`src/soc_settings.svh`:
```
`ifndef SOC_SETTINGS_SVH
`define SOC_SETTINGS_SVH

// --------------------
// Memory sizing
// --------------------
`define SOC_RAM_ADDR_W 10                      // 1024 words
`define SOC_RAM_DEPTH (1 << `SOC_RAM_ADDR_W)

// --------------------
// UART timing
// --------------------
// Clocks per bit kept small so frames stay short in simulation
`define SOC_UART_DIVISOR 16

// --------------------
// Address map
// --------------------
`define SOC_REGION_RAM  4'h0                   // Compared against address[31:28]
`define SOC_REGION_GPIO 4'h1
`define SOC_REGION_UART 4'h2

`define SOC_REG_OFF0 1'b0                      // Register at byte offset 0x0
`define SOC_REG_OFF4 1'b1                      // Register at byte offset 0x4

`endif

```
`src/soc_pkg.sv`:
```
`include "soc_settings.svh"

package soc_pkg;

    // --------------------
    // Bus types
    // --------------------
    typedef logic [31:0] bus_word_t;           // Data word on the bus
    typedef logic [31:0] bus_addr_t;           // Byte address
    typedef logic [3:0]  byte_en_t;            // Lane 0 is bits 7:0

    // Address map region code from address[31:28]
    typedef logic [3:0] region_t;

    // --------------------
    // Slave register types
    // --------------------
    typedef logic [`SOC_RAM_ADDR_W-1:0] ram_index_t;  // RAM word index

    typedef logic [7:0] uart_byte_t;           // One UART payload byte

    // Transmitter FSM
    typedef enum logic [1:0] {
        UART_IDLE,
        UART_START,
        UART_DATA,
        UART_STOP
    } uart_state_t;

endpackage

```
`src/dbus_decoder.sv`:
```
`timescale 1ns/1ps
`include "soc_settings.svh"

module dbus_decoder import soc_pkg::*; (
    input  logic       clk_i,
    input  logic       arst_n_i,
    // Master side
    input  bus_addr_t  master_address_i,
    input  bus_word_t  master_wrdata_i,
    input  byte_en_t   master_byteenable_i,
    input  logic       master_read_i,
    input  logic       master_write_i,
    output bus_word_t  master_rddata_o,
    // RAM
    output ram_index_t ram_index_o,
    output logic       ram_rd_o,
    output logic       ram_wr_o,
    input  bus_word_t  ram_rddata_i,
    // GPIO
    output logic       gpio_offset_o,
    output logic       gpio_rd_o,
    output logic       gpio_wr_o,
    input  bus_word_t  gpio_rddata_i,
    // UART
    output logic       uart_offset_o,
    output logic       uart_rd_o,
    output logic       uart_wr_o,
    input  bus_word_t  uart_rddata_i,
    // Shared write path
    output bus_word_t  slave_wrdata_o,
    output byte_en_t   slave_byteenable_o
);

    region_t   region;
    logic      sel_ram, sel_gpio, sel_uart;
    region_t   rd_region_q;
    logic      rd_pending_q;
    bus_word_t rddata_mux;
    bus_word_t master_rddata_q;

    // --------------------
    // Request routing
    // --------------------
    assign region   = master_address_i[31:28];
    assign sel_ram  = (region == `SOC_REGION_RAM);
    assign sel_gpio = (region == `SOC_REGION_GPIO);
    assign sel_uart = (region == `SOC_REGION_UART);

    assign ram_rd_o  = master_read_i  & sel_ram;
    assign ram_wr_o  = master_write_i & sel_ram;
    assign gpio_rd_o = master_read_i  & sel_gpio;
    assign gpio_wr_o = master_write_i & sel_gpio;
    assign uart_rd_o = master_read_i  & sel_uart;
    assign uart_wr_o = master_write_i & sel_uart;

    assign ram_index_o        = master_address_i[`SOC_RAM_ADDR_W+1:2];  // Word index
    assign gpio_offset_o      = master_address_i[2];
    assign uart_offset_o      = master_address_i[2];
    assign slave_wrdata_o     = master_wrdata_i;
    assign slave_byteenable_o = master_byteenable_i;

    // --------------------
    // Read return
    // --------------------
    always_comb begin
        case (rd_region_q)
            `SOC_REGION_RAM:  rddata_mux = ram_rddata_i;
            `SOC_REGION_GPIO: rddata_mux = gpio_rddata_i;
            `SOC_REGION_UART: rddata_mux = uart_rddata_i;
            default:          rddata_mux = '0;   // Unmapped reads as zero
        endcase
    end

    always_ff @(posedge clk_i or negedge arst_n_i) begin
        if (!arst_n_i) begin
            rd_pending_q    <= 1'b0;
            rd_region_q     <= '0;
            master_rddata_q <= '0;
        end else begin
            rd_pending_q <= master_read_i;
            if (master_read_i)
                rd_region_q <= region;
            if (rd_pending_q)
                master_rddata_q <= rddata_mux;   // Slave word is ready now
        end
    end

    assign master_rddata_o = master_rddata_q;

    a_one_slave_strobe: assert property (@(posedge clk_i) disable iff (!arst_n_i)
        $onehot0({ram_rd_o, ram_wr_o, gpio_rd_o, gpio_wr_o, uart_rd_o, uart_wr_o}));

endmodule

```
`config.mk`:
```
export PLATFORM = sky130hd
export DESIGN_NAME = dbus_decoder
export DESIGN_NICKNAME = d
export VERILOG_FILES = /design/src/soc_pkg.sv /design/src/dbus_decoder.sv
export VERILOG_INCLUDE_DIRS = /design/src /design/src/src
export SDC_FILE = /design/constraint.sdc
export NUM_CORES = 1
export LEC_CHECK = 0
export ABC_AREA = 1
export BUFFER_PORTS_ARGS = -buffer_cell sky130_fd_sc_hd__buf_2
export CAP_MARGIN = 5
export CELL_PAD_IN_SITES_DETAIL_PLACEMENT = 1
export CELL_PAD_IN_SITES_GLOBAL_PLACEMENT = 1
export CORE_UTILIZATION = 25
export CTS_CLUSTER_DIAMETER = 40
export DETAILED_ROUTE_END_ITERATION = 7
export PLACE_DENSITY = 0.86
export SYNTH_ARGS = -nofsm -noshare
export SYNTH_HDL_FRONTEND = slang
export SYNTH_SLANG_ARGS = --single-unit
```
`constraint.sdc`:
```
create_clock -name clk_i -period 3.3 [get_ports clk_i]
set_clock_uncertainty 0.15 [all_clocks]
set_input_delay 0.165 -clock clk_i [delete_from_list [all_inputs] [get_ports clk_i]]
set_output_delay 0.165 -clock clk_i [all_outputs]
set_load 0.05 [all_outputs]
```
# [Yosys cells after proc, flatten, opt, wreduce, memory -nomap -nowiden]
# Cells that the tools add are included.
[totals] mem_bits_rw=0 output_inout_bits=86 in_bits=168 mem_bits_ro=0 mem_count=0 latchBits=0 regBits=37
[classes] multipliers=0 add_sub_neg=0 div=0 n_bitwise=6 muxes=1 order_cmp=0 n_eq_ne=4 n_shift=0 reduce_logical=2
[op_table] operator="32-bit one-hot mux with 3 select lines" n=1
[op_table] operator="4-bit by 1-bit == test with 1-bit output (second input constant)" n=2
[op_table] operator="4-bit by 2-bit == test with 1-bit output (second input constant)" n=2
[op_table] operator="4-bit logical NOT" n=2
[op_table] operator="1-bit bitwise AND" n=6

# [Logic depth before layout (Yosys ltp)]
[depth] ltp_word=2 depth_mapped=7

# [Least setup slack after synthesis]
# Ideal clock, no wire load.
[synth_timing] kind="in2out" from="in master_address_i[31]" to="out gpio_rd_o" stages=3 arrival_time_ns=1.434 slack_ns=1.551 required_time_ns=2.985 path_cell_list="nor2_1 nand2_1 nor3_1"
[synth_between] elab_chain_len=2
[synth_lines] element="start: declaration" line="dbus_decoder.sv:8" source="input bus_addr_t master_address_i,"
[synth_lines] element="4-bit by 1-bit == test with 1-bit output (no source line)"
[synth_lines] element="1-bit bitwise AND" line="dbus_decoder.sv:51" source="assign gpio_rd_o = master_read_i & sel_gpio;"
[synth_lines] element="end: declaration" line="dbus_decoder.sv:21" source="output logic gpio_rd_o,"
# No other way between the ends.

# [Worst setup path in the final report]
[layout_timing] from="reg rd_region_q[0]" to="reg master_rddata_q[19] (netlist: master_rddata_o[19])"
[layout_between] elab_chain_len=2 word_cells_on_any_way=4 classes_between="eq/ne: 2; mux: 1; reduce/logical: 1"
[layout_lines] element="start: declaration" line="dbus_decoder.sv:36" source="region_t rd_region_q;"
[layout_lines] element="start signal: assignment" line="dbus_decoder.sv:82" source="rd_region_q <= region;"
[layout_lines] element="4-bit by 2-bit == test with 1-bit output, or another cell as far along" line="dbus_decoder.sv:66" source="case (rd_region_q)"
[layout_lines] element="32-bit one-hot mux with 3 select lines (*)" line="dbus_decoder.sv:66"
[layout_lines] element="end signal: assignment" line="dbus_decoder.sv:84" source="master_rddata_q <= rddata_mux;"
[layout_lines] element="end: declaration" line="dbus_decoder.sv:39" source="bus_word_t master_rddata_q;"
# Every way passes the cells marked *; elsewhere a longest branch is shown, timed or not.
# A chain may end at the register's enable or synchronous reset.

==> qor.yml <==
outcome: "finished, final reports clean"
finalSetupTns_ns: 0
timing.final.crit_share_pct: 60.0
grt_pass1_wl_mm: 13.9
post_cts.repair.setup_buffers: 0
final_cell_mix: "buf_2 (141), nand3_1 (128), nand2_1 (106)"
drt_pass1_iterations: 4
pre_cts_slack_ns: 1.29
cp-end-kind: "flip-flop"
slowest_delay_ns: 0.58
synth.distinct_cells: 14
ys_ff_latch: 37
n_antenna_cell: 0
worstPathRequired_ns: 3.37
crit_chain: "nor2_2 > buf_4 > nand3_1 > nand3_1 > nand2_1 > nand2_1"
slowest_stage: "nor2_2"
synth_top_area_cell: "dfrtp_1"
worst_setup_path_start_kind: "flip-flop"
postRouteAntennaNets: 0
timing.rr.end: "master_rddata_o[19]"
wl_per_cell_um: 14.7
power_leakage_nw: 1.76
drt_iter0_markers: 120
power_mw: 1.35
timing.fmax_mhz: 505
cp_max_fo: 18
grt_remaining_overflow: 0
cts_buffers: 5
start_util_pct: 26.1
gp_congestion: 0.757
die_w_um: 104
syn_inst: 365
vias_per_cell: 4.76
worstHoldStart: "uart_rddata_i[30]"
netlist.area_leader.share_pct: 35.7
cts.root.buffer_cell: "clkbuf_8"
numClockSinks: 37
r2r_cells: 6
setup_slack_ns: 1.32
drv_slew: 0
grt_max_degree: 52
synth_area_leaders: "dfrtp_1 (36%), nand3_1 (25%), buf_4 (17%), nand2_1 (15%), buf_2 (2.1%)"
core_um2: 9910
routed_wl_mm: 8.57
area_growth_pct: 20.5
p_per_area_nw_per_um2: 431
finalHoldViolCount: 0
whs_path_depth: 5
final_common_cell: "buf_2"
finalCriticalPeriod_ns: 1.98
die_h_um: 104
n_fill_cell: 1286
cp_num_buf_inv: 1
worstPathArrival_ns: 2.05
clockBufferDepth: 2
syn-num-nets: 533
synth.avg_cell_area_um2: 7.10
rsz0062_at_grt: "no"
tritoncts: "done"
clock_latency_ns: 0.28
relSlewSlack_pct: 30.9
worst-r2r-setup-slack_ns: 1.32
worstSetupPathType: "flip-flop to flip-flop"
min_path_type: "input pin to flip-flop"
clk_pin_slew_ns: 0.08
io_pins: 254
grt_pass1_vias: 2877
hpwl_mm: 6.25
htree_levels: 2
fin_nets: 617
ys_warn_count: 0
crit_family: "simple AND/OR/NAND/NOR gates"
ir_worst_vdd_uv: 159
final_layout_size_suffix_gt1_share_pct: 35.0
vias: 2770
r2r-start: "rd_region_q[0]"
setup_viol: 0
drc_errors: 0
die_area_um2: 10800
io_buffers: 141
antenna_found_initial: 0
syn-cell-area_um2: 2590
rows: 36
ys_seq_area_share_pct: 35.7
gr-usage-all-layers_pct: 15.9
min_to: "master_rddata_o[30]"
worst_pin_slew_ns: 1.04
cap_violations: 0
-- per-stage QoR --
step | utilization [%] | area (um2) | cells | hold WS [ns]
finish | 31.5 | 3120 | 582 | 0.0498
CTS | 31.5 | 3120 | 582 | 0.0427
global route | 31.5 | 3120 | 582 | 0.0719
floorplan | - | 2590 | 365 | -0.281
global placement | 30.0 | 2980 | 569 | 0.161
detailed placement | 30.0 | 2980 | 569 | 0.169
-- Yosys cell counts (all sizes together) --
library cell / count
nor3: 5
o21ai: 2
nor2: 6
inv: 7
clkbuf: 4
dfrtp: 37
nand3: 128
nand2: 106
buf: 70
-- metal layers --
layer  GRT usage, %  vias up  wire, um
met1           17.6     1315      3560
met4           5.31        0       149
met5              0        -         0
met3           3.84       26       500
li1               -     1323         -
met2           29.4      106      4360
-- state kept, by name (all words and copies together), names as in the netlist --
| name | cells |
|---|---|
| rd_pending_q | 1 |
| rd_region_q | 4 |
| master_rddata_o | 32 |
-- what timing repair did --
item / in CTS / in global routing
resized for setup: 0 / 0
hold buffers: 6 / 0
endpoints found under the hold margin: 42 / 0
-- cell families (layout without fill, tap and decap cells) --
kind of cell / after synthesis / after routing / share of synthesized area, %
flops: 37 / 37 / 35.7
compound gates: 2 / 2 / 0.386
buf+inv: 81 / 165 / 21.0
simple gates: 245 / 245 / 42.9
-- layout make-up --
cell class / instances / area [um2] / area share (%)
flip-flops and latches: 37 / 926 / 29.7
repair buffers: 151 / 796 / 25.5
well taps: 133 / 166 / 5.33
multi-input cells: 247 / 1120 / 35.9
inverters: 7 / 26.3 / 0.842
clock buffers: 7 / 86.3 / 2.77
-- worst max path at each step --
stage	from	end	slack, ns	cells past startpoint
floorplan	master_address_i[31]	gpio_rd_o	1.55	3
global placement	rd_region_q[0]	master_rddata_o[13]	1.38	6
detailed placement	rd_region_q[0]	master_rddata_o[18]	1.29	6
CTS	rd_region_q[0]	master_rddata_o[21]	1.28	6
global route	rd_region_q[0]	master_rddata_o[19]	1.15	6
finish	rd_region_q[0]	master_rddata_o[19]	1.32	6
-- where the power goes --
part	switching (mW)	internal, mW
registers	0.0315	0.502
clock network	0.157	0.166
logic	0.354	0.135
-- tightest hold or removal path, delay by kind of cell --
family                 cells  cell delay, ns
AND/OR/NAND/NOR            4            0.22
buffers and inverters      1            0.07
Power figures use the tool's default switching activity.
