File: src/soc_settings.svh
`ifndef SOC_SETTINGS_SVH
`define SOC_SETTINGS_SVH

// --------------------
// Memory sizing
// --------------------
`define SOC_RAM_ADDR_W 10                      // 1024 words
`define SOC_RAM_DEPTH (1 << `SOC_RAM_ADDR_W)

// --------------------
// UART timing
// --------------------
// Clocks per bit kept small so frames stay short in simulation
`define SOC_UART_DIVISOR 16

// --------------------
// Address map
// --------------------
`define SOC_REGION_RAM  4'h0                   // Compared against address[31:28]
`define SOC_REGION_GPIO 4'h1
`define SOC_REGION_UART 4'h2

`define SOC_REG_OFF0 1'b0                      // Register at byte offset 0x0
`define SOC_REG_OFF4 1'b1                      // Register at byte offset 0x4

`endif

File: src/soc_pkg.sv
`include "soc_settings.svh"

package soc_pkg;

    // --------------------
    // Bus types
    // --------------------
    typedef logic [31:0] bus_word_t;           // Data word on the bus
    typedef logic [31:0] bus_addr_t;           // Byte address
    typedef logic [3:0]  byte_en_t;            // Lane 0 is bits 7:0

    // Address map region code from address[31:28]
    typedef logic [3:0] region_t;

    // --------------------
    // Slave register types
    // --------------------
    typedef logic [`SOC_RAM_ADDR_W-1:0] ram_index_t;  // RAM word index

    typedef logic [7:0] uart_byte_t;           // One UART payload byte

    // Transmitter FSM
    typedef enum logic [1:0] {
        UART_IDLE,
        UART_START,
        UART_DATA,
        UART_STOP
    } uart_state_t;

endpackage

File: src/gpio_regs.sv
`timescale 1ns/1ps
`include "soc_settings.svh"

module gpio_regs import soc_pkg::*; (
    input  logic      clk_i,
    input  logic      arst_n_i,
    input  logic      offset_i,
    input  bus_word_t wrdata_i,
    input  byte_en_t  byteenable_i,
    input  logic      rd_i,
    input  logic      wr_i,
    output bus_word_t rddata_o,
    output bus_word_t gpio_out_o,
    input  bus_word_t gpio_in_i
);

    bus_word_t gpio_out_q;
    bus_word_t sync_meta_q;
    bus_word_t sync_q;
    bus_word_t rddata_q;

    // --------------------
    // Output register
    // --------------------
    always_ff @(posedge clk_i or negedge arst_n_i) begin
        if (!arst_n_i) begin
            gpio_out_q <= '0;
        end else if (wr_i && offset_i == `SOC_REG_OFF0) begin
            for (int lane = 0; lane < 4; lane++) begin
                if (byteenable_i[lane])
                    gpio_out_q[8*lane +: 8] <= wrdata_i[8*lane +: 8];
            end
        end
    end

    // --------------------
    // Input synchronizer
    // --------------------
    always_ff @(posedge clk_i or negedge arst_n_i) begin
        if (!arst_n_i) begin
            sync_meta_q <= '0;
            sync_q      <= '0;
        end else begin
            sync_meta_q <= gpio_in_i;
            sync_q      <= sync_meta_q;   // Two cycles behind the pins
        end
    end

    // Bus read
    always_ff @(posedge clk_i) begin
        if (rd_i)
            rddata_q <= (offset_i == `SOC_REG_OFF4) ? sync_q : gpio_out_q;
    end

    assign rddata_o   = rddata_q;
    assign gpio_out_o = gpio_out_q;

endmodule

File: config.mk
export PLATFORM = sky130hd
export DESIGN_NAME = gpio_regs
export DESIGN_NICKNAME = d
export VERILOG_FILES = /design/src/soc_pkg.sv /design/src/gpio_regs.sv
export VERILOG_INCLUDE_DIRS = /design/src /design/src/src
export SDC_FILE = /design/constraint.sdc
export NUM_CORES = 1
export LEC_CHECK = 0
export BUFFER_PORTS_ARGS = -buffer_cell sky130_fd_sc_hd__buf_2
export CAP_MARGIN = 30
export CORE_UTILIZATION = 53
export DETAILED_ROUTE_END_ITERATION = 6
export PLACE_DENSITY = 0.93
export SETUP_SLACK_MARGIN = 0.5
export SYNTH_ARGS = -nofsm -noshare
export SYNTH_HDL_FRONTEND = slang
export SYNTH_SLANG_ARGS = --single-unit
File: constraint.sdc
create_clock -name clk_i -period 2.71 [get_ports clk_i]
set_input_delay 0.542 -clock clk_i [delete_from_list [all_inputs] [get_ports clk_i]]
set_output_delay 0.542 -clock clk_i [all_outputs]
set_load 0.02 [all_outputs]
# --- Word-level counts from Yosys, hierarchy flattened ---
# Index checks and enable logic that the tools add are counted.
totals:
  regBits: 128
  latchBits: 0
  ramBits: 0
  mem_bits_ro: 0
  input_bits: 73
  output_inout_bits: 64
  word_cells: 14
  n_memories: 0
classes:
  add_sub_neg: 0
  multipliers: 0
  div_mod_pow: 0
  magnitude_cmp: 0
  n_eq_ne: 0
  shifts: 0
  mux: 1
  n_bitwise: 1
  n_reduce_logical: 5
ops:
  columns: ["operator", "count"]
  rows:
  - ["2-to-1 mux 32 bit", 1]
  - ["AND reduction 2 bit", 4]
  - ["logical AND 1 bit", 1]
  - ["inverter 1 bit", 1]

# --- Logic depth before layout (Yosys ltp) ---
# Gate-level depths: netlist (run 1).
logic_depth:
  ltp_word: 3
  ltp_mapped: 3
  mapped_depth_nobuf: 2

# --- Least setup slack after synthesis (run 1) ---
# No wires, ideal clock.
synth_path:
  path_type: "input to register"
  startpoint: "input port offset_i"
  endpoint: "register rddata_q[0], in the netlist rddata_o[0] (data pin)"
  setup_ps: 260
  arrival_ps: 1127
  required_time_ps: 2450
  slack_ps: 1323
  cell_stages: 3
  path_buffers: 2
  cell_sequence: "buf_6 > buf_4 > mux2_2"
synth_via:
  elab_chain_cells: 1
synth_rtl:
  columns: ["element", "line_no", "text"]
  rows:
  - ["start: declaration", "gpio_regs.sv:7", "input logic offset_i,"]
  - ["2-to-1 mux 32 bit", "gpio_regs.sv:52", "rddata_q <= (offset_i == `SOC_REG_OFF4) ? sync_q : gpio_out_q;"]
  - ["end signal: assignment", "gpio_regs.sv:52", null]
  - ["end: declaration", "gpio_regs.sv:20", "bus_word_t rddata_q;"]
# No other way between the ends.
# A chain may end at the register's enable or synchronous reset.

# --- Final worst setup path (run 1) ---
layout_path:
  startpoint: "register gpio_out_q[27], in the netlist gpio_out_o[27]"
  endpoint: "output port gpio_out_o[27]"
layout_rtl:
  columns: ["element", "line_no", "text"]
  rows:
  - ["start: declaration", "gpio_regs.sv:17", "bus_word_t gpio_out_q;"]
  - ["start signal: indexed assignment", "gpio_regs.sv:31", "gpio_out_q[8*lane +: 8] <= wrdata_i[8*lane +: 8];"]
  - ["end: declaration", "gpio_regs.sv:13", "output bus_word_t gpio_out_o,"]
# No word-level cell between the ends.

==> results.md, run 1 <==
- Post-Synthesis Cell Area: 4220 um2
- PD cells: 923 nW/um2
- CP Max Fanout: 3
- Final Critical Period: 1630 ps
- Postcts setup bufs: 0
- Tot GR Track Use: 20.3%
- Hold Path Class: in -> reg
- Critical Path RT: 2170 ps
- Initial Util: 54.6%
- CTS tree: yes
- DP Area: 5030 um2
- DP HPWL: 5.14 mm
- Post-Syn Nets: 274
- Setup_tns: 0 ps
- Internal power: 4.01 mW
- Die area: 8320 um2
- CTS Root Cell: clkbuf_8
- Area growth from synthesis to final layout: 34.4%
- Chip Height: 91.2 um
- Final net count: 429
- Tcrit/Tclk final: 60.0%
- Cell area after layout: 5670 um2
- Most common cell after layout, fill and taps aside: buf_2
- Vias in the first global route: 2466
- Clk pwr share: 44.6%
- Wire length per cell: 16.4 um
- Crit path buf inv count: 1
- FF-to-FF setup slack: 1760 ps
- CP max stage cell: dfrtp_1
- Row Count: 32
- Fmax: 615 MHz
- Post-synthesis sequential area ratio: 79.8%
- Yosys reg bits: 128
- Pre-Repair DR Iteration Count: 4
- Via count: 2269
- Skew final: 7.67 ps
- CP delay by family, top: flip-flops
- Initial DRC count: 69
- Ports: 137
- Met2 Usage GRT: 36.2%
- RSZ-0062 raised after global routing: false
- Status: finished clean
- Largest net degree at the start of global routing: 43
- Psw: 1.23 mW
- Core ar.: 7730 um2
- GR Util met3: 5.95%
- Clock transition at the registers of the reported paths: 60 ps
- Cells along the critical path: buf_2
- Grt total ovfl: 0
- Vias per std cell: 4.82
- Most frequent cells in the layout: buf_2, dfrtp_1, mux2_2, edfxtp_1, clkbuf_16
- Avg Inst Size Synth: 21.0 um2
- Post-Syn Instances: 201
- GR peak layer: met2
- Fillers: 491
- Antenna cells: 0
- Arrival @ worst endpoint: 1080 ps
- Switching part of the total power: 23.4%
- CTS H-tree lvls: 4
- Total power: 5.23 mW
- Gpl congestion: 0.740
- Antenna-violating nets left: 0
- First-pass GRT wire length: 12.3 mm
- WL final: 7.71 mm
- Die X: 91.2 um
- DRC viols: 0
- Peak VDD IR: 0.000585 V
- Netlist cell types: 7
- Initial antenna violation count: 0
- Worst path max stage delay: 420 ps
- Port Buffers: 136
- Clock Path Buffers: 2
- Crit end category: output pin
- Reg power frac: 43.7%
- Register area: 3360 um2
- CP Launch Type: register
- Clk sinks: 128
- Layout cell share with drive strength beyond 1: 64.8%
- Max-Cap Viols: 0
- Relative slew slack: 48.0%
- Setup violations, final: 0
- Critical path type: reg -> out
- Worst-margin pin slew: 779 ps
- CTS buffer count: 17
- Clk Latency, worst-skew pair: 490 ps
- Final Hold Violating Endpoints: 0
- Multi-input gate area: 812 um2
- GRT met1 Usage: 22.7%
- Ys Warns: 0
- Pins over their slew limit: 0
- Leakage Power: 2.65 nW
- Gate power share: 11.8%
cell usage after synthesis, drive strengths merged:
library cell  instances  area, um2
dfrtp                96       2400
mux2                 64        732
edfxtp               32        961
buf                   5       41.3
nand3b                4       80.1
flip-flops by register name, summed over array words and instances, names as in the netlist:
signal       count
sync_meta_q     32
sync_q          32
rddata_o        32
gpio_out_o      32
power groups by stage:
stage | Clock (mW) | Sequential, mW | Combinational (mW)
2_1_floorplan | 0 | 2.48 | 0.179
3_3_place_gp | 0 | 2.30 | 0.602
3_5_place_dp | 0 | 2.32 | 0.620
4_1_cts | 2.39 | 2.29 | 0.627
5_1_grt | 2.47 | 2.30 | 0.658
6_report | 2.33 | 2.29 | 0.616
kinds of logic after synthesis:
kind of cell	Yosys count	synth area share, %
and+or+nand+nor	4	1.90
muxes	64	17.4
buffers and inverters	5	0.979
DFF	128	79.8
metal layers:
metal  vias to the layer above  share of wire (%)
met5                         -                  0
met4                         0                1.2
met3                         9                5.4
met2                        90                 55
met1                      1141                 38
li1                       1029                  -
metrics by stage:
stage,worst slack (ps),cells,hold WS [ps],utilization [%]
floorplan,1320,201,246,-
global placement,819,438,331,65.1
detailed placement,762,438,335,65.1
CTS,1060,471,125,73.3
global route,1050,471,126,73.3
finish,1080,471,153,73.3
path summary, 6_finish.rpt:
path                       cells after the start         endpoint       startpoint
max                                            1   gpio_out_o[27]   gpio_out_o[27]
min                                            1   sync_meta_q[2]     gpio_in_i[2]
max reg2reg                                    1     rddata_o[27]   gpio_out_o[27]
min reg2reg                                    0       sync_q[21]  sync_meta_q[21]
max in group asynchronous                      3       sync_q[12]         arst_n_i
min in group asynchronous                      2  sync_meta_q[26]         arst_n_i
what timing repair did:
action / CTS / global route
gates resized for setup: 0 / 0
endpoints found under the hold margin: 35 / 0
hold buffers: 1 / 0
layout make-up:
type                       count  share of cell area, %
clock buffer                  20                   7.86
clock inverter                12                   3.22
multi-input combinational     68                   14.3
sequential                   128                   59.4
tap                          102                   2.25
timing repair buffer         141                   13.0
No activity file was read; power rests on OpenSTA's default activity.
==> inputs of run 2 (changes only) <==
- CORE_UTILIZATION: 53 -> 45
- PLACE_DENSITY: 0.93 -> 0.85
- clock period: 2.71 -> 1.4 ns (I/O delays scaled with it)
==> run 2 against run 1 <==
Effect of this change: die area increased by 17%; global-route usage increased by 3.1 points; worst setup slack got worse by 1000 ps; sequential power increased by 97%; clock power increased by 92%; largest power group is now sequential cells; via count increased by 24%; utilization increased by 8.8 points.
==> results.md, run 2 (synthesized netlist as in run 1, its figures left out) <==
- Status: finished clean
- Pins over their slew limit: 0
- Hold Path Class: in -> reg
- Die area: 9760 um2
- Multi-input gate area: 928 um2
- Final Critical Period: 1360 ps
- Final Hold Violating Endpoints: 0
- Final net count: 537
- Row Count: 34
- Port Buffers: 136
- Utilization after layout: 82.1%
- Die X: 98.8 um
- Vias per std cell: 4.80
- Initial antenna violation count: 1
- Tot GR Track Use: 23.4%
- Largest net degree at the start of global routing: 34
- Antenna-violating nets left: 0
- Area growth from synthesis to final layout: 73.1%
- Core ar.: 8890 um2
- Pre-Repair DR Iteration Count: 4
- Wire length per cell: 20.2 um
- Clk sinks: 128
- Worst path max stage delay: 420 ps
- Clock transition at the registers of the reported paths: 60 ps
- CP Max Fanout: 2
- Clock Path Buffers: 2
- Critical Path RT: 1120 ps
- Leakage Power: 3.48 nW
- Setup_tns: 0 ps
- Vias in the first global route: 3131
- Clk Latency, worst-skew pair: 500 ps
- Peak VDD IR: 0.000998 V
- PD cells: 1570 nW/um2
- Total power: 11.4 mW
- CP Launch Type: register
- Tcrit/Tclk final: 97.0%
- Most common cell after layout, fill and taps aside: buf_6
- Setup violations, final: 0
- RSZ-0062 raised after global routing: true
- DRC viols: 0
- Top Layer Used: met4
- Critical path type: reg -> out
- Min setup slack post-route: 41.5 ps
- Chip Height: 98.8 um
- CP max stage cell: dfrtp_1
- Layout cell share with drive strength beyond 1: 62.3%
- Skew final: 5.04 ps
- Crit end category: output pin
- Fillers: 405
- Crit path buf inv count: 1
- WL final: 11.8 mm
- Most frequent cells in the layout: buf_6, dfrtp_1, buf_2, dlygate4sd3_1, mux2_4
- Met2 WL: 6.84 mm
- CTS tree: yes
- Worst-margin pin slew: 317 ps
- Cell area after layout: 7300 um2
- Via count: 2810
- CTS buffer count: 17
- Ports: 137
- CP delay by family, top: flip-flops
- Relative slew slack: 78.8%
- Cells along the critical path: buf_6
- DP Area: 5140 um2
- Fmax: 736 MHz
- Routed wl met3: 538 um
- Grt total ovfl: 0
- First-pass GRT wire length: 16.3 mm
- Pre-CTS WS: 23.6 ps
- CTS Root Cell: clkbuf_8
- Arrival @ worst endpoint: 1080 ps
- Max-Cap Viols: 0
- CTS H-tree lvls: 4
- Initial Util: 47.4%
- Register area: 3370 um2
- Initial DRC count: 65
- Post-Route M1 WL: 4.17 mm
- Gpl congestion: 0.744
==> run 2: layout make-up <==
class                      instances  share of cell area, %
tap                              108                   1.85
multi-input combinational         68                   12.7
clock inverter                    11                   1.68
timing repair buffer             249                   30.9
antenna                            1                 0.0343
sequential                       128                   46.1
clock buffer                      21                   6.74
==> run 2: final timing paths <==
| path | startpoint | end | slack [ps] | cells past startpoint |
|---|---|---|---|---|
| hold reg to reg | sync_meta_q[8] | sync_q[8] | 340 | 0 |
| max in group asynchronous | arst_n_i | sync_q[17] | 600 | 3 |
| min in group asynchronous | arst_n_i | gpio_out_o[31] | 230 | 2 |
| setup reg to reg | gpio_out_o[31] | rddata_o[31] | 220 | 3 |
| hold / removal | wrdata_i[26] | gpio_out_o[26] | 20 | 2 |
| setup / recovery | gpio_out_o[6] | gpio_out_o[6] | 40 | 1 |
==> run 2: repair_timing <==
item                                   CTS  global route
endpoints found under the hold margin  133             0
setup endpoints to repair               88           125
hold buffers                            54             0
setup buffers                           30            23
gates resized for setup                103            77
pin swaps                                0             0
==> run 2: where the power goes <==
| part | switching [mW] | internal (mW) | total, mW |
|---|---|---|---|
| logic | 0.949 | 1.51 | 2.46 |
| registers | 0.259 | 4.24 | 4.50 |
| clock network | 1.63 | 2.85 | 4.48 |
| total | 2.84 | 8.60 | 11.4 |
==> run 2: metal layers <==
metal / global-route usage (%) / up-vias
met5: 0 / -
met4: 10.8 / 0
met3: 6.38 / 24
met1: 23.5 / 1434
met2: 44.4 / 108
li1: - / 1244
==> run 2: through the flow <==
step           instances  hold slack [ps]
2_1_floorplan        201            -15.6
3_3_place_gp         446              187
3_5_place_dp         446              193
4_1_cts              562             2.30
5_1_grt              586             2.77
6_report             586             24.3
==> inputs of run 3 (changes only) <==
- CAP_MARGIN: 30 -> 10
- RECOVER_POWER: default -> 50
==> run 3 against run 2 <==
Effect of this change: first-iteration DRC count fell by 11%; global-route usage did not move; highest routed layer unchanged; largest power group unchanged; critical path depth unchanged; sequential share of layout area grew 0.21 points; largest cell class unchanged.
==> results.md, run 3 (synthesized netlist as in run 1, its figures left out) <==
- GR Util met3: 6.38%
- Critical path type: reg -> out
- Multi-input gate area: 928 um2
- Clock transition at the registers of the reported paths: 60 ps
- FF-to-FF End: rddata_o[31]
- Final Critical Period: 1360 ps
- Total power: 11.4 mW
- Port Buffers: 136
- Core ar.: 8890 um2
- Pins over their slew limit: 0
- CTS tree: yes
- Hold_ws: 23.6 ps
- RR Startpoint: gpio_out_o[31]
- Skew final: 5.47 ps
- Peak VDD IR: 0.000999 V
- Area growth from synthesis to final layout: 72.4%
- Cells along the critical path: buf_6
- Worst-margin pin slew: 932 ps
- CP Launch Type: register
- PD cells: 1570 nW/um2
- Most frequent cells in the layout: buf_6, dfrtp_1, buf_2, dlygate4sd3_1, mux2_4
- Crit end category: output pin
- CTS Root Cell: clkbuf_8
- Fmax: 735 MHz
- Min setup slack post-route: 40.2 ps
- FF-to-FF setup slack: 220 ps
- First-pass GRT wire length: 16.3 mm
- Relative slew slack: 37.9%
- Chip Height: 98.8 um
- Clk sinks: 128
- Met2 Usage GRT: 44.4%
- Largest net degree at the start of global routing: 34
- Crit path buf inv count: 1
- Ports: 137
- RSZ-0062 raised after global routing: true
- Vias in the first global route: 3131
- Setup violations, final: 0
- CP delay by family, top: flip-flops
- Tcrit/Tclk final: 97.1%
- Row Count: 34
- Initial DRC count: 58
- Worst setup path start: gpio_out_o[6]
- Pre-CTS WS: 23.6 ps
- Crit path depth: 1
- Critical Path RT: 1120 ps
- Initial antenna violation count: 1
- Layout Cells excl Fill: 586
- Fillers: 411
- Via count: 2818
- Setup_tns: 0 ps
- Arrival @ worst endpoint: 1080 ps
- DRC viols: 0
- Die area: 9760 um2
- Gpl congestion: 0.744
- Worst path max stage delay: 420 ps
- Wire length per cell: 20.2 um
- Pre-Repair DR Iteration Count: 4
- Worst-case reg-to-reg path depth: 3
- Final net count: 537
- GRT met1 Usage: 23.5%
- CP Max Fanout: 2
- Grt total ovfl: 0
- CTS H-tree lvls: 4
- CP max stage cell: dfrtp_1
- WL final: 11.8 mm
- Clk Latency, worst-skew pair: 500 ps
- Status: finished clean
- Vias per std cell: 4.81
- Max-Cap Viols: 0
- Hold Path Class: in -> reg
- Initial Util: 47.4%
- Layout cell share with drive strength beyond 1: 61.8%
- Worst setup endpoint: gpio_out_o[6]
- Leakage Power: 3.46 nW
- Die X: 98.8 um
- DP Cell Count: 446
- Most common cell after layout, fill and taps aside: buf_6
- Clock Path Buffers: 2
- Tot GR Track Use: 23.4%
- Antenna-violating nets left: 0
- Register area: 3370 um2
- CTS buffer count: 17
- Final Hold Violating Endpoints: 0
- GR peak layer: met2
run 3: stage by stage:
| stage | area, um2 | utilization, % |
|---|---|---|
| 2_1_floorplan | 4290 | - |
| 3_3_place_gp | 5140 | 57.8 |
| 3_5_place_dp | 5140 | 57.8 |
| 4_1_cts | 6860 | 77.1 |
| 5_1_grt | 7270 | 81.7 |
| 6_report | 7270 | 81.7 |
run 3: report_power, final:
part           switching, mW  total (mW)  internal [mW]
logic                  0.949        2.45           1.50
registers              0.259        4.50           4.24
clock network           1.63        4.48           2.85
run 3: how the worst min path moves through the flow:
| stage | from | endpoint | slack, ps | depth (start not counted) |
|---|---|---|---|---|
| after detailed placement | arst_n_i | gpio_out_o[31] | 190 | 1 |
| after global routing | wrdata_i[30] | gpio_out_o[30] | 3 | 2 |
| after floorplan | arst_n_i | gpio_out_o[0] | -20 | 0 |
| after global placement | arst_n_i | sync_meta_q[6] | 190 | 1 |
| final | wrdata_i[26] | gpio_out_o[26] | 20 | 2 |
| after CTS | wrdata_i[14] | gpio_out_o[14] | 2 | 2 |
run 3: cell type report:
type	instances	share of cell area (%)
clock inverter	11	1.69
clock buffer	21	6.77
tap	108	1.86
multi-input combinational	68	12.8
sequential	128	46.3
timing repair buffer	249	30.6
antenna	1	0.0344
run 3: per-layer routing:
metal | vias to the layer above | part of all wire (%)
li1 | 1247 | -
met1 | 1435 | 35
met2 | 112 | 58
met3 | 24 | 4.7
met4 | 0 | 2.3
met5 | - | 0
run 3: repair_timing:
| action | 4_1_cts | 5_1_grt |
|---|---|---|
| gates resized for setup | 103 | 77 |
| setup buffers | 30 | 23 |
| hold endpoints to repair | 133 | 0 |
| gates cloned | 0 | 0 |
| hold buffers | 54 | 0 |
| endpoints found under the setup margin | 88 | 125 |
| pin swaps | 0 | 0 |
