File: src/soc_settings.svh
`ifndef SOC_SETTINGS_SVH
`define SOC_SETTINGS_SVH

// --------------------
// Memory sizing
// --------------------
`define SOC_RAM_ADDR_W 10                      // 1024 words
`define SOC_RAM_DEPTH (1 << `SOC_RAM_ADDR_W)

// --------------------
// UART timing
// --------------------
// Clocks per bit kept small so frames stay short in simulation
`define SOC_UART_DIVISOR 16

// --------------------
// Address map
// --------------------
`define SOC_REGION_RAM  4'h0                   // Compared against address[31:28]
`define SOC_REGION_GPIO 4'h1
`define SOC_REGION_UART 4'h2

`define SOC_REG_OFF0 1'b0                      // Register at byte offset 0x0
`define SOC_REG_OFF4 1'b1                      // Register at byte offset 0x4

`endif

File: src/soc_pkg.sv
`include "soc_settings.svh"

package soc_pkg;

    // --------------------
    // Bus types
    // --------------------
    typedef logic [31:0] bus_word_t;           // Data word on the bus
    typedef logic [31:0] bus_addr_t;           // Byte address
    typedef logic [3:0]  byte_en_t;            // Lane 0 is bits 7:0

    // Address map region code from address[31:28]
    typedef logic [3:0] region_t;

    // --------------------
    // Slave register types
    // --------------------
    typedef logic [`SOC_RAM_ADDR_W-1:0] ram_index_t;  // RAM word index

    typedef logic [7:0] uart_byte_t;           // One UART payload byte

    // Transmitter FSM
    typedef enum logic [1:0] {
        UART_IDLE,
        UART_START,
        UART_DATA,
        UART_STOP
    } uart_state_t;

endpackage

File: src/uart_tx.sv
`timescale 1ns/1ps
`include "soc_settings.svh"

module uart_tx import soc_pkg::*; (
    input  logic      clk_i,
    input  logic      arst_n_i,
    input  logic      offset_i,
    input  bus_word_t wrdata_i,
    input  logic      rd_i,
    input  logic      wr_i,
    output bus_word_t rddata_o,
    output logic      txd_o
);

    localparam int DIV_W = $clog2(`SOC_UART_DIVISOR);

    uart_state_t      state_q;
    logic [DIV_W-1:0] div_cnt_q;
    logic [2:0]       bit_cnt_q;
    uart_byte_t       shift_q;
    logic             txd_q;
    logic             bit_tick;
    logic             busy;
    bus_word_t        rddata_q;

    assign bit_tick = (div_cnt_q == DIV_W'(`SOC_UART_DIVISOR - 1));  // Last clock of a bit
    assign busy     = (state_q != UART_IDLE);

    // --------------------
    // Transmit FSM
    // --------------------
    always_ff @(posedge clk_i or negedge arst_n_i) begin
        if (!arst_n_i) begin
            state_q   <= UART_IDLE;
            div_cnt_q <= '0;
            bit_cnt_q <= '0;
            shift_q   <= '0;
            txd_q     <= 1'b1;
        end else begin
            div_cnt_q <= (busy && !bit_tick) ? div_cnt_q + 1'b1 : '0;
            case (state_q)
                UART_IDLE: begin
                    if (wr_i && offset_i == `SOC_REG_OFF0) begin
                        shift_q <= wrdata_i[7:0];
                        txd_q   <= 1'b0;            // Start bit
                        state_q <= UART_START;
                    end
                end
                UART_START: begin
                    if (bit_tick) begin
                        txd_q     <= shift_q[0];
                        bit_cnt_q <= '0;
                        state_q   <= UART_DATA;
                    end
                end
                UART_DATA: begin
                    if (bit_tick) begin
                        if (bit_cnt_q == 3'd7) begin
                            txd_q   <= 1'b1;        // Stop bit
                            state_q <= UART_STOP;
                        end else begin
                            txd_q     <= shift_q[1];  // LSB first
                            shift_q   <= shift_q >> 1;
                            bit_cnt_q <= bit_cnt_q + 3'd1;
                        end
                    end
                end
                UART_STOP: begin
                    if (bit_tick)
                        state_q <= UART_IDLE;
                end
                default: state_q <= UART_IDLE;
            endcase
        end
    end

    // Only the status register reads back
    always_ff @(posedge clk_i) begin
        if (rd_i)
            rddata_q <= (offset_i == `SOC_REG_OFF4) ? {31'b0, busy} : '0;
    end

    assign rddata_o = rddata_q;
    assign txd_o    = txd_q;

    a_idle_line_high: assert property (@(posedge clk_i) disable iff (!arst_n_i)
        (state_q == UART_IDLE) |-> txd_o);

endmodule

File: config.mk
export PLATFORM = sky130hd
export DESIGN_NAME = uart_tx
export DESIGN_NICKNAME = d
export VERILOG_FILES = /design/src/soc_pkg.sv /design/src/uart_tx.sv
export VERILOG_INCLUDE_DIRS = /design/src /design/src/src
export SDC_FILE = /design/constraint.sdc
export NUM_CORES = 1
export LEC_CHECK = 0
export BUFFER_PORTS_ARGS = -buffer_cell sky130_fd_sc_hd__buf_2
export CAP_MARGIN = 20
export CORE_UTILIZATION = 49
export CTS_CLUSTER_SIZE = 12
export DETAILED_ROUTE_END_ITERATION = 10
export HOLD_SLACK_MARGIN = 0.12
export PLACE_DENSITY = 0.86
export SLEW_MARGIN = 20
export SYNTH_ARGS = -nofsm -noshare
export SYNTH_HDL_FRONTEND = slang
export SYNTH_SLANG_ARGS = --single-unit
File: constraint.sdc
create_clock -name clk_i -period 4 [get_ports clk_i]
set_input_delay 0.4 -clock clk_i [delete_from_list [all_inputs] [get_ports clk_i]]
set_output_delay 0.4 -clock clk_i [all_outputs]
set_load 0.01 [all_outputs]
# Yosys cells after proc, flatten, opt, wreduce, memory -nomap -nowiden

Cells that the tools add are included.

Register bits: 50
Output and inout bits: 33

Equal/unequal tests: 11
Muxes and demuxes: 20
Reductions and logical operators: 12
$add $sub $neg: 2
Bitwise operators: 1

Operators by type and width:

| kind                  | number |
|---|---|
| $mux W8               | 3 |
| $pmux W8 S2           | 1 |
| $ne A2 B2 Y1 const B  | 6 |
| $reduce_and A4 Y1     | 3 |
| $mux W2               | 5 |
| $mux W3               | 3 |
| $pmux W2 S4           | 1 |
| $pmux W3 S2           | 1 |
| $reduce_bool A2 Y1    | 3 |
| $reduce_and A5 Y1     | 1 |
| $add A4 B1 Y4 const B | 1 |
| $eq A2 B2 Y1 const B  | 2 |
| $eq A4 B4 Y1 const B  | 1 |
| $mux W1               | 4 |
| $mux W4               | 1 |
| $add A3 B1 Y3 const B | 1 |
| $eq A3 B3 Y1 const B  | 1 |
| $pmux W1 S3           | 1 |
| $reduce_bool A3 Y1    | 1 |
| $eq A2 B1 Y1 const B  | 1 |
| $logic_and A1 B1 Y1   | 2 |
| $logic_not A2 Y1      | 1 |
| $logic_not A1 Y1      | 1 |
| $not A1 Y1            | 1 |

# Longest topological paths before layout

Gate-level depths: netlist of the first run.

Depth after elaboration: 4
Depth in mapped cells: 7

# Worst setup path before layout of the first run

No wires, ideal clock.

Kind: reg2reg
From: reg state_q[0]
To: reg state_q[0]
Required time: 3.917 ns
Library setup time: 0.083 ns
Path slack: 2.349 ns
Cell stages (with the launch flop): 7
Arrival: 1.569 ns
Cell sequence: dfrtp_1 inv_1 ha_1 or3_1 a222oi_1 o21ai_1 o21ai_0

Cells in the longest elaborated chain, start to end: 3

RTL lines:

| item                                       | RTL line      | text |
|---|---|---|
| from (decl)                                | uart_tx.sv:17 | `uart_state_t state_q;` |
| from (signal assigned)                     | uart_tx.sv:34 | `state_q <= UART_IDLE;` |
| from (signal assigned)                     | uart_tx.sv:46 | `state_q <= UART_START;` |
| from (signal assigned)                     | uart_tx.sv:53 | `state_q <= UART_DATA;` |
| $eq A2 B2 Y1, or another cell as far along | uart_tx.sv:41 | `case (state_q)` |
| $ne A2 B2 Y1 (no line)                     | n/a           |  |
| $reduce_and A5 Y1 (no line)                | n/a           |  |

Parallel ways exist; a longest one is shown, timed or not.
A chain may end at the register's enable or synchronous reset.

# Final worst setup path of the first run

Same ends and word-level chain as after synthesis.

==> results of run 1 <==
## metal layers
layer / wire [um] / track usage / share of wire
met4: 12 / 0.06838 / 0.0051
met5: 0 / 0 / 0
met1: 1041 / 0.2234 / 0.44
met3: 96 / 0.02222 / 0.040
met2: 1223 / 0.2691 / 0.52
## worst paths after layout
| check | depth (start not counted) | slack, ns | end | startpoint |
|---|---|---|---|---|
| max | 6 | 1.72 | state_q[0] | state_q[0] |
| min | 1 | 0.29 | rddata_o[0] | rd_i |
| max reg2reg | 6 | 1.72 | state_q[0] | state_q[0] |
| min reg2reg | 1 | 0.51 | div_cnt_q[0] | div_cnt_q[0] |
| max in group asynchronous | 2 | 3.14 | txd_o | arst_n_i |
| min in group asynchronous | 2 | 0.54 | bit_cnt_q[1] | arst_n_i |
## cell families (layout without fill, tap and decap cells)
| logic type | Yosys count | after routing |
|---|---|---|
| AND/OR/NAND/NOR | 45 | 45 |
| adder cells (fa/ha/maj) | 9 | 9 |
| buffers and inverters | 43 | 24 |
| flip-flops | 19 | 19 |
| other | 1 | 31 |
| multiplexers | 2 | 2 |
| AO/OA/AOI/OAI | 29 | 29 |
| XOR/XNOR | 1 | 1 |
## cells in the final DEF, fill, tap and decap left out, drive strengths merged
master,count
nor3b,1
conb,31
a41o,1
o2bb2ai,2
buf,14
dfstp,1
a222oi,1
clkbuf,4
nand2,11
a32oi,5
inv,5
mux2,1
ha,9
nand4,5
edfxtp,1
nand2b,3
mux2i,1
dlygate4sd3,1
o21ai,7
xnor2,1
a21oi,4
or3,1
nor2b,6
dfrtp,17
a22oi,1
nand3,6
a211oi,2
nand4b,1
a22o,5
a21boi,1
and3,1
nor3,3
nor2,7
## cell type report
cell class	count	area (um^2)
fill	231	1197
sequential	19	481.7
timing repair buffer	15	80.08
multi-input combinational	117	703.2
clock buffer	4	26.28
tap	30	37.54
inverter	5	18.77
## worst max-delay path, stage by stage, from the launching register on
cell and delay (ns):
dfrtp_1 0.39, inv_1 0.10, ha_1 0.52, or3_1 0.48
a222oi_1 0.49, o21ai_1 0.12, o21ai_0 0.10
## registers in the layout, summed over array words and instances (netlist names)
name       cells
shift_q        8
div_cnt_q      4
bit_cnt_q      3
state_q        2
rddata_o       1
txd_o          1
## power groups by stage
stage          sequential (mW)  combinational (mW)  clock (mW)
2_1_floorplan            0.320               0.358           0
3_3_place_gp             0.325               0.386           0
3_5_place_dp             0.334               0.408           0
4_1_cts                  0.329               0.411       0.103
5_1_grt                  0.339               0.465       0.109
6_report                 0.330               0.410       0.102
## stage by stage
stage | utilization | setup slack [ns] | area [um^2]
final | 0.5295 | 1.723 | 1348
after global routing | 0.5295 | 1.518 | 1348
after CTS | 0.5295 | 1.748 | 1348
after detailed placement | 0.5152 | 1.775 | 1311
after global placement | 0.5152 | 1.802 | 1311
after floorplan | - | 2.349 | 1468
## synth_stat cells, drive strengths merged (2+ instances only)
| master | number |
|---|---|
| a211oi | 2 |
| nand2b | 3 |
| a32oi | 5 |
| inv | 5 |
| o2bb2ai | 2 |
| nor2b | 6 |
| dfrtp | 17 |
| nand2 | 11 |
| nor3 | 3 |
| a22o | 5 |
| o21ai | 7 |
| ha | 9 |
| nand4 | 5 |
| nor2 | 7 |
| clkbuf | 2 |
| a21oi | 4 |
| nand3 | 6 |
| buf | 36 |
## timing repair
| item | CTS | global route |
|---|---|---|
| gates resized for setup | 0 | 0 |
| hold endpoints to repair | 17 | 0 |
| hold buffers | 1 | 0 |
==> results by group, run 1 <==
Clocking
  • TritonCTS buffer count: 3
  • CTS tree: yes
  • Post-CTS setup buffer count: 0
  • H-tree depth: 1
  • Clock transition at path regs: 0.11 ns
  • Clk sinks: 19
  • Max Buffers Root-to-Sink: 2
  • CTS root buf: clkbuf_4
  • Clk Latency, worst-skew pair: 0.30 ns

Floorplanning
  • Core Area: 2545 um^2
  • IO Pins: 70
  • Cell Rows: 18
  • Die ar.: 2980 um^2
  • Die outline width: 54.59 um
  • Die Y: 54.59 um
  • Starting Density: 0.5324

STA
  • Final Critical Period: 2.277 ns
  • Fin. Hold Viols: 0
  • Worst Max-Slew Pin Slew: 0.8812 ns
  • Unrepaired setup endpoints after global routing: false
  • Hold Worst Slack: 0.2908 ns
  • Final setup viols: 0
  • Period utilization: 0.5691
  • Skew final: 0.002279 ns
  • Slew Viols, Final: 0
  • Slew HR: 0.4126
  • Fin Setup TNS: 0 ns
  • Maximum clock rate: 439.3 MHz

Routing
  • Vias per cell: 5.311
  • DR WL/cell: 12.49 um
  • DRT iter0 DRCs: 48
  • Drt pass-1 iters: 4
  • Antenna Violating Nets Remaining: 0
  • Total Wirelength: 2.373 mm
  • Total number of vias: 1009
  • DRC viols: 0

Outcome
  • Outcome: finished clean

Critical path
  • Crit path launch type: flop
  • Worst Path Required: 4.23 ns
  • Crit Path Max Fanout: 29
  • Setup Crit Path Kind: reg2reg
  • Worst Setup End Kind: flop
  • Arr. time, crit path: 2.51 ns

GRT
  • Initial antenna violation count: 0
  • First-pass GRT wire length: 3.588 mm
  • Vias in the first global route: 825
  • Grt total ovfl: 0
  • Largest net degree at the start of global routing: 30
  • Gr usage total: 0.1672

Power
  • Tot Pwr: 0.8424 mW
  • Internal power: 0.4665 mW
  • Leakage: 0.6733 nW
  • Pwr dens: 625.1 nW/um^2
  • Clock Power Share: 0.121
  • Seq pwr share: 0.392
  • Comb pwr share: 0.487
  • Maximum VDD drop: 401.3 uV
  • Switch share: 0.4462
  • Switching power: 0.3759 mW

Logic synthesis
  • Cell area after synthesis: 1355 um^2
  • XOR/XNOR share of the synthesized area: 0.006464
  • Syn avg cell area: 9.094 um^2
  • Synth Flop Type: dfrtp_1
  • Yosys top cell area share: 0.3139
  • Synth cell types: 35
  • Post-synth EDFFs: 1
  • Main combinational cell family by area after synthesis: buffers and inverters
  • Synth Area in Adders: 0.08310
  • Synth Area in Compound Gates: 0.1588
  • Post-synthesis sequential area ratio: 0.3555
  • Flip-flop and latch count after synthesis: 19
  • Top cells by area, synth: dfrtp_1, buf_4, ha_1
  • Mux share of post-synthesis cell area: 0.01570
  • Area leader, netlist: dfrtp_1
  • Mapped Cells: 149
  • YS warnings: 0
  • Asr flop ratio synth: 0.9474
  • Post-Synth Simple-Gate Area: 0.1690

Place
  • # port buffers: 14
  • Gpl congestion: 0.7429
  • Placed insts: 185
  • DP HPWL: 1.744 mm

Finish
  • Diodes inserted: 0
  • Fin cells: 190
  • Layout cell share with drive strength beyond 1: 0.1250
  • Nets: 207
  • Synthesis-to-layout area growth: -0.5542%

Job
  • Max-cap check violation count: 0

Hold path
  • Hold Crit Class: in2reg
Note: power is estimated with default switching activity, not from simulation.
==> run 2: changes to the inputs <==
--- a/config.mk
+++ b/config.mk
@@ -8,11 +8,11 @@
 export LEC_CHECK = 0
 export BUFFER_PORTS_ARGS = -buffer_cell sky130_fd_sc_hd__buf_2
 export CAP_MARGIN = 20
-export CORE_UTILIZATION = 49
+export CORE_UTILIZATION = 45
 export CTS_CLUSTER_SIZE = 12
 export DETAILED_ROUTE_END_ITERATION = 10
 export HOLD_SLACK_MARGIN = 0.12
-export PLACE_DENSITY = 0.86
+export PLACE_DENSITY = 0.8
 export SLEW_MARGIN = 20
 export SYNTH_ARGS = -nofsm -noshare
 export SYNTH_HDL_FRONTEND = slang
==> constraint.sdc (replaced) <==
create_clock -name clk_i -period 2.1 [get_ports clk_i]
set_input_delay 0.21 -clock clk_i [delete_from_list [all_inputs] [get_ports clk_i]]
set_output_delay 0.21 -clock clk_i [all_outputs]
set_load 0.01 [all_outputs]
==> results by group, run 2 (same netlist as run 1, synthesis figures left out) <==
Finish
  • Nets: 211 (+1.9%)
  • Biggest regs: shift_q (8), div_cnt_q (4), bit_cnt_q (3)
  • Commonest non-fill, non-tap cells in the layout: conb_1, dfrtp_1, buf_2
  • Fillers: 291 (+26%)
  • Multi-input logic area: 703.2 um^2 (unchanged)
  • Diodes inserted: 0 (unchanged)
  • Reg area: 481.7 um^2 (unchanged)
  • Commonest non-fill, non-tap cell in the layout: conb_1
  • Max FFs per register: 8 (unchanged)
  • Layout cell share with drive strength beyond 1: 0.1402 (+0.01524)
  • Synthesis-to-layout area growth: 1.939%
  • Largest Register: shift_q

Place
  • Place WS: 0.2486 ns (-1.526 ns)
  • DP HPWL: 1.715 mm (-1.7%)
  • # port buffers: 14 (unchanged)
  • Gpl congestion: 0.7468 (+0.52%)

Critical path
  • Worst Path Required: 2.27 ns (-1.96 ns)
  • Launching point of the worst reg2reg path: state_q[0]
  • Worst Setup SP: state_q[0]
  • Worst Setup End Kind: flop
  • Crit path launch type: flop
  • Arr. time, crit path: 2.05 ns (-0.46 ns)
  • Setup Crit Path Kind: reg2reg
  • Crit Path Max Fanout: 15 (-48%)

Outcome
  • Outcome: complete, but fails checks
  • Failing checks: DRC

Power
  • Tot Pwr: 1.627 mW (+93%)
  • Clock Power Share: 0.111 (-0.010)
  • Pwr dens: 1178 nW/um^2 (+88%)
  • Switch share: 0.4394 (-0.006819)
  • Internal power: 0.9120 mW (+95%)
  • Switching power: 0.7147 mW (+90%)
  • Comb pwr share: 0.503 (+0.016)
  • Seq pwr share: 0.386 (-0.006)
  • Leakage: 0.6919 nW (+2.8%)
  • Maximum VDD drop: 529.2 uV (+32%)

Routing
  • DRT iter0 DRCs: 74 (+54%)
  • DR WL/cell: 12.12 um (-3.0%)
  • Drt pass-1 iters: 7 (+3)
  • Vias per cell: 5.154 (-3.0%)
  • DRC viols: 5 (+5)
  • Total Wirelength: 2.363 mm (-0.42%)
  • Antenna Violating Nets Remaining: 0 (unchanged)
  • Total number of vias: 1005 (-0.40%)

Floorplanning
  • Die outline width: 56.88 um (+4.2%)
  • Die ar.: 3235 um^2 (+8.6%)
  • Starting Density: 0.4831 (-0.04940)
  • IO Pins: 70 (unchanged)
  • Core Area: 2805 um^2 (+10%)
  • Cell Rows: 19 (+1)
  • Die Y: 56.88 um (+4.2%)

STA
  • Worst Max-Slew Pin Slew: 0.5118 ns (-0.3694 ns)
  • Slew Viols, Final: 0 (unchanged)
  • Fin worst setup slack: 0.2173 ns (-1.506 ns)
  • Fin. Hold Viols: 0 (unchanged)
  • Maximum clock rate: 531.2 MHz (+21%)
  • Slew HR: 0.6588 (+0.2463)
  • Period utilization: 0.8965 (+0.3274)
  • Hold Worst Slack: 0.1450 ns (-0.1458 ns)
  • Unrepaired setup endpoints after global routing: false
  • Skew final: 0.001695 ns (-0.0005839 ns)
  • Final setup viols: 0 (unchanged)
  • Final Critical Period: 1.883 ns (-0.3939 ns)
  • Fin Setup TNS: 0 ns (unchanged)

Clocking
  • Clk Latency, worst-skew pair: 0.29 ns (about the same)
  • Post-CTS setup buffer count: 0 (unchanged)
  • CTS tree: yes
  • Clock transition at path regs: 0.10 ns (about the same)
  • Max Buffers Root-to-Sink: 2 (unchanged)
  • CTS root buf: clkbuf_4
  • H-tree depth: 1 (unchanged)
  • TritonCTS buffer count: 3 (unchanged)
  • Clk sinks: 19 (unchanged)

GRT
  • First-pass GRT wire length: 4.036 mm (+12%)
  • Gr usage total: 0.1614 (-0.005847)
  • Grt total ovfl: 0 (unchanged)
  • Initial antenna violation count: 0 (unchanged)
  • Largest net degree at the start of global routing: 29 (-3.3%)
  • Vias in the first global route: 959 (+16%)

Hold path
  • Hold Crit Class: in2reg
  • Worst hold start: wrdata_i[7]

Job
  • Max-cap check violation count: 0 (unchanged)
run 2: cell types whose count changed in the layout (fill, tap and decap cells not counted):
cell / delta
dlygate4sd3_1: +1
buf_4: +3
run 2: critical path: stages (launching register included):
cell       delay (ns)
dfrtp_1          0.42
inv_1            0.13
ha_1             0.41
nand2b_1         0.15
a22oi_2          0.17
buf_4            0.22
o2bb2ai_1        0.15
a211oi_1         0.10
run 2: layout make-up:
class	count	share of cell area
Clock buffer	4	0.01902
Inverter	5	0.01359
Multi-Input combinational cell	117	0.5091
Sequential cell	19	0.3487
Tap cell	31	0.02808
Timing Repair Buffer	19	0.08152
run 2: power groups by stage:
stage                     combinational (mW)  clock [mW]  sequential [mW]
after floorplan                        0.683           0            0.610
after global routing                   0.922       0.199            0.655
after CTS                              0.824       0.188            0.628
after global placement                 0.766           0            0.622
after detailed placement               0.812           0            0.635
final                                  0.818       0.180            0.628
run 2: final timing paths:
check / endpoint / slack, ns / cells past startpoint
setup / recovery: shift_q[6] / 0.22 / 7
min in group asynchronous: shift_q[2] / 0.37 / 2
max in group asynchronous: txd_o / 1.40 / 2
hold reg to reg: div_cnt_q[0] / 0.51 / 1
hold / removal: shift_q[7] / 0.15 / 2
setup reg to reg: shift_q[6] / 0.22 / 7
run 2: stage by stage:
step,utilization,std cells,instance area [um^2]
after floorplan,-,179,1468
after global placement,0.4759,189,1335
after detailed placement,0.4759,189,1335
after CTS,0.4924,195,1381
after global routing,0.4924,195,1381
final,0.4924,195,1381
run 2: metal layers:
layer,vias to the layer above,share of wire,global-route usage
met5,-,0,0
met4,0,0.011,0.07317
met3,2,0.036,0.01382
met2,25,0.53,0.3044
met1,485,0.42,0.1821
li1,493,-,-
run 2: timing repair:
| item | in CTS | in global routing |
|---|---|---|
| endpoints found under the hold margin | 18 | 0 |
| resized for setup | 0 | 0 |
| hold buffers | 2 | 0 |
==> run 3: changes to the inputs <==
--- a/config.mk
+++ b/config.mk
@@ -9,6 +9,7 @@
 export BUFFER_PORTS_ARGS = -buffer_cell sky130_fd_sc_hd__buf_2
 export CAP_MARGIN = 20
 export CORE_UTILIZATION = 45
+export CTS_BUF_LIST = sky130_fd_sc_hd__clkbuf_16
 export CTS_CLUSTER_SIZE = 12
 export DETAILED_ROUTE_END_ITERATION = 10
 export HOLD_SLACK_MARGIN = 0.12
==> results by group, run 3 (same netlist as run 1, synthesis figures left out) <==
Critical path
  • Max stage delay cell, worst path: ha_1
  • Worst path max stage delay: 0.41 ns (about the same)
  • Worst Path Required: 2.25 ns (-0.02 ns)
  • Crit path launch type: flop
  • Setup Crit Path Kind: reg2reg
  • Worst r2r path cells: 7 (unchanged)
  • Worst Setup End Kind: flop
  • Arr. time, crit path: 2.04 ns (about the same)
  • Cell Chain, Critical Path: inv_1, ha_1, nand2b_1, a22oi_2, buf_4, nor2_1, a211oi_1
  • Crit Path Max Fanout: 15 (unchanged)

Floorplanning
  • IO Pins: 70 (unchanged)
  • Starting Density: 0.4831 (unchanged)
  • Core Area: 2805 um^2 (unchanged)
  • Die Y: 56.88 um (unchanged)
  • Die outline width: 56.88 um (unchanged)
  • Cell Rows: 19 (unchanged)
  • Die ar.: 3235 um^2 (unchanged)

Finish
  • Largest Register: shift_q
  • Synthesis-to-layout area growth: 5.079%
  • Layout cell share with drive strength beyond 1: 0.1411 (+0.0008604)
  • Commonest non-fill, non-tap cells in the layout: conb_1, dfrtp_1, buf_2
  • Commonest non-fill, non-tap cell in the layout: conb_1
  • Max FFs per register: 8 (unchanged)
  • Biggest regs: shift_q (8), div_cnt_q (4), bit_cnt_q (3)
  • Nets: 210 (-0.47%)
  • Diodes inserted: 0 (unchanged)

Power
  • Maximum VDD drop: 481.8 uV (-9.0%)
  • Internal power: 1.092 mW (+20%)
  • Tot Pwr: 1.831 mW (+13%)
  • Seq pwr share: 0.345 (-0.041)
  • Pwr dens: 1286 nW/um^2 (+9.2%)
  • Comb pwr share: 0.448 (-0.055)
  • Switching power: 0.7387 mW (+3.4%)
  • Switch share: 0.4035 (-0.03582)
  • Clock Power Share: 0.208 (+0.097)
  • Leakage: 0.7150 nW (+3.3%)

Routing
  • Drt pass-1 iters: 7 (unchanged)
  • DR WL/cell: 12.20 um (+0.64%)
  • Total Wirelength: 2.366 mm (+0.13%)
  • Vias per cell: 5.160 (+0.12%)
  • Antenna Violating Nets Remaining: 0 (unchanged)
  • DRT iter0 DRCs: 68 (-8.1%)
  • Total number of vias: 1001 (-0.40%)
  • DRC viols: 5 (unchanged)

STA
  • Slew HR: 0.6509 (-0.007965)
  • Fin Setup TNS: 0 ns (unchanged)
  • Unrepaired setup endpoints after global routing: false
  • Worst Max-Slew Pin Slew: 0.5237 ns (+0.01195 ns)
  • Period utilization: 0.9009 (+0.004429)
  • Final setup viols: 0 (unchanged)
  • Skew final: 0.001184 ns (-0.0005104 ns)
  • Slew Viols, Final: 0 (unchanged)
  • Fin. Hold Viols: 0 (unchanged)
  • Fin worst setup slack: 0.2080 ns (-0.009301 ns)
  • Maximum clock rate: 528.6 MHz (-0.49%)
  • Final Critical Period: 1.892 ns (+0.009301 ns)

Place
  • Place WS: 0.2486 ns (unchanged)
  • DP HPWL: 1.715 mm (unchanged)
  • # port buffers: 14 (unchanged)
  • Gpl congestion: 0.7468 (unchanged)

Clocking
  • Clk sinks: 19 (unchanged)
  • CTS tree: yes
  • Clock transition at path regs: 0.05 ns (-0.05 ns)
  • Max Buffers Root-to-Sink: 2 (unchanged)
  • Post-cts gate resize count: 0 (unchanged)
  • Clk Latency, worst-skew pair: 0.25 ns (-0.04 ns)
  • TritonCTS buffer count: 3 (unchanged)
  • H-tree depth: 1 (unchanged)
  • Post-CTS setup buffer count: 0 (unchanged)
  • CTS root buf: clkbuf_16

Job
  • Max-cap check violation count: 0 (unchanged)

GRT
  • Initial antenna violation count: 0 (unchanged)
  • Vias in the first global route: 951 (-0.83%)
  • Largest net degree at the start of global routing: 29 (unchanged)
  • Gr usage total: 0.1604 (-0.0009723)
  • Grt total ovfl: 0 (unchanged)
  • First-pass GRT wire length: 4.029 mm (-0.17%)

Hold path
  • Hold Crit Class: in2reg
  • Worst Hold Depth: 1 (-1)

Outcome
  • Failing checks: DRC
  • Outcome: complete, but fails checks
-- run 3: cell types whose count changed in the layout (fill, tap and decap cells not counted) --
cell,previous run,this run
clkbuf_16,0,3
clkbuf_4,3,0
clkbuf_1,1,0
dlygate4sd3_1,2,1
inv_1,5,6
-- run 3: cell type report --
| type | instances | area, um^2 |
|---|---|---|
| Timing Repair Buffer | 18 | 102.6 |
| Tap cell | 31 | 38.79 |
| Multi-Input combinational cell | 117 | 703.2 |
| Sequential cell | 19 | 481.7 |
| Fill cell | 284 | 1381 |
| Clock inverter | 1 | 3.754 |
| Clock buffer | 3 | 75.07 |
| Inverter | 5 | 18.77 |
-- run 3: worst max-delay path: cells and delay by family, from the launching register on --
family,cells,cell delay [ns]
AO/OA/AOI/OAI,2,0.41
adder cells (fa/ha/maj),1,0.41
flip-flops,1,0.40
buffers and inverters,2,0.36
AND/OR/NAND/NOR,2,0.22
-- run 3: metal layers --
| metal | global-route usage | part of all wire |
|---|---|---|
| met1 | 0.1835 | 0.42 |
| met2 | 0.3044 | 0.53 |
| met3 | 0.01382 | 0.041 |
| met4 | 0.06272 | 0.0093 |
| met5 | 0 | 0 |
-- run 3: power by group through the flow --
stage / clock, mW / combinational [mW] / sequential, mW
2_1_floorplan: 0 / 0.683 / 0.610
3_3_place_gp: 0 / 0.766 / 0.622
3_5_place_dp: 0 / 0.812 / 0.635
4_1_cts: 0.387 / 0.824 / 0.630
5_1_grt: 0.400 / 0.923 / 0.658
6_report: 0.380 / 0.819 / 0.631
-- run 3: per-stage QoR --
| stage | util | area (um^2) | cells | hold slack (ns) |
|---|---|---|---|---|
| global placement | 0.4759 | 1335 | 189 | 0.1614 |
| detailed placement | 0.4759 | 1335 | 189 | 0.1716 |
| floorplan | - | 1468 | 179 | -0.08559 |
| finish | 0.5076 | 1424 | 194 | 0.1589 |
| global route | 0.5076 | 1424 | 194 | 0.1600 |
| CTS | 0.5076 | 1424 | 194 | 0.1573 |
-- run 3: what timing repair did --
item / CTS / global route
endpoints found under the setup margin: 0 / 0
hold buffers: 1 / 0
endpoints found under the hold margin: 17 / 0
-- run 3: worst paths after layout --
check / end / slack, ns / from
max: shift_q[6] / 0.21 / state_q[0]
min reg2reg: div_cnt_q[0] / 0.50 / div_cnt_q[0]
max in group asynchronous: txd_o / 1.34 / arst_n_i
min in group asynchronous: shift_q[2] / 0.43 / arst_n_i
min: rddata_o[0] / 0.16 / rd_i
max reg2reg: shift_q[6] / 0.21 / state_q[0]
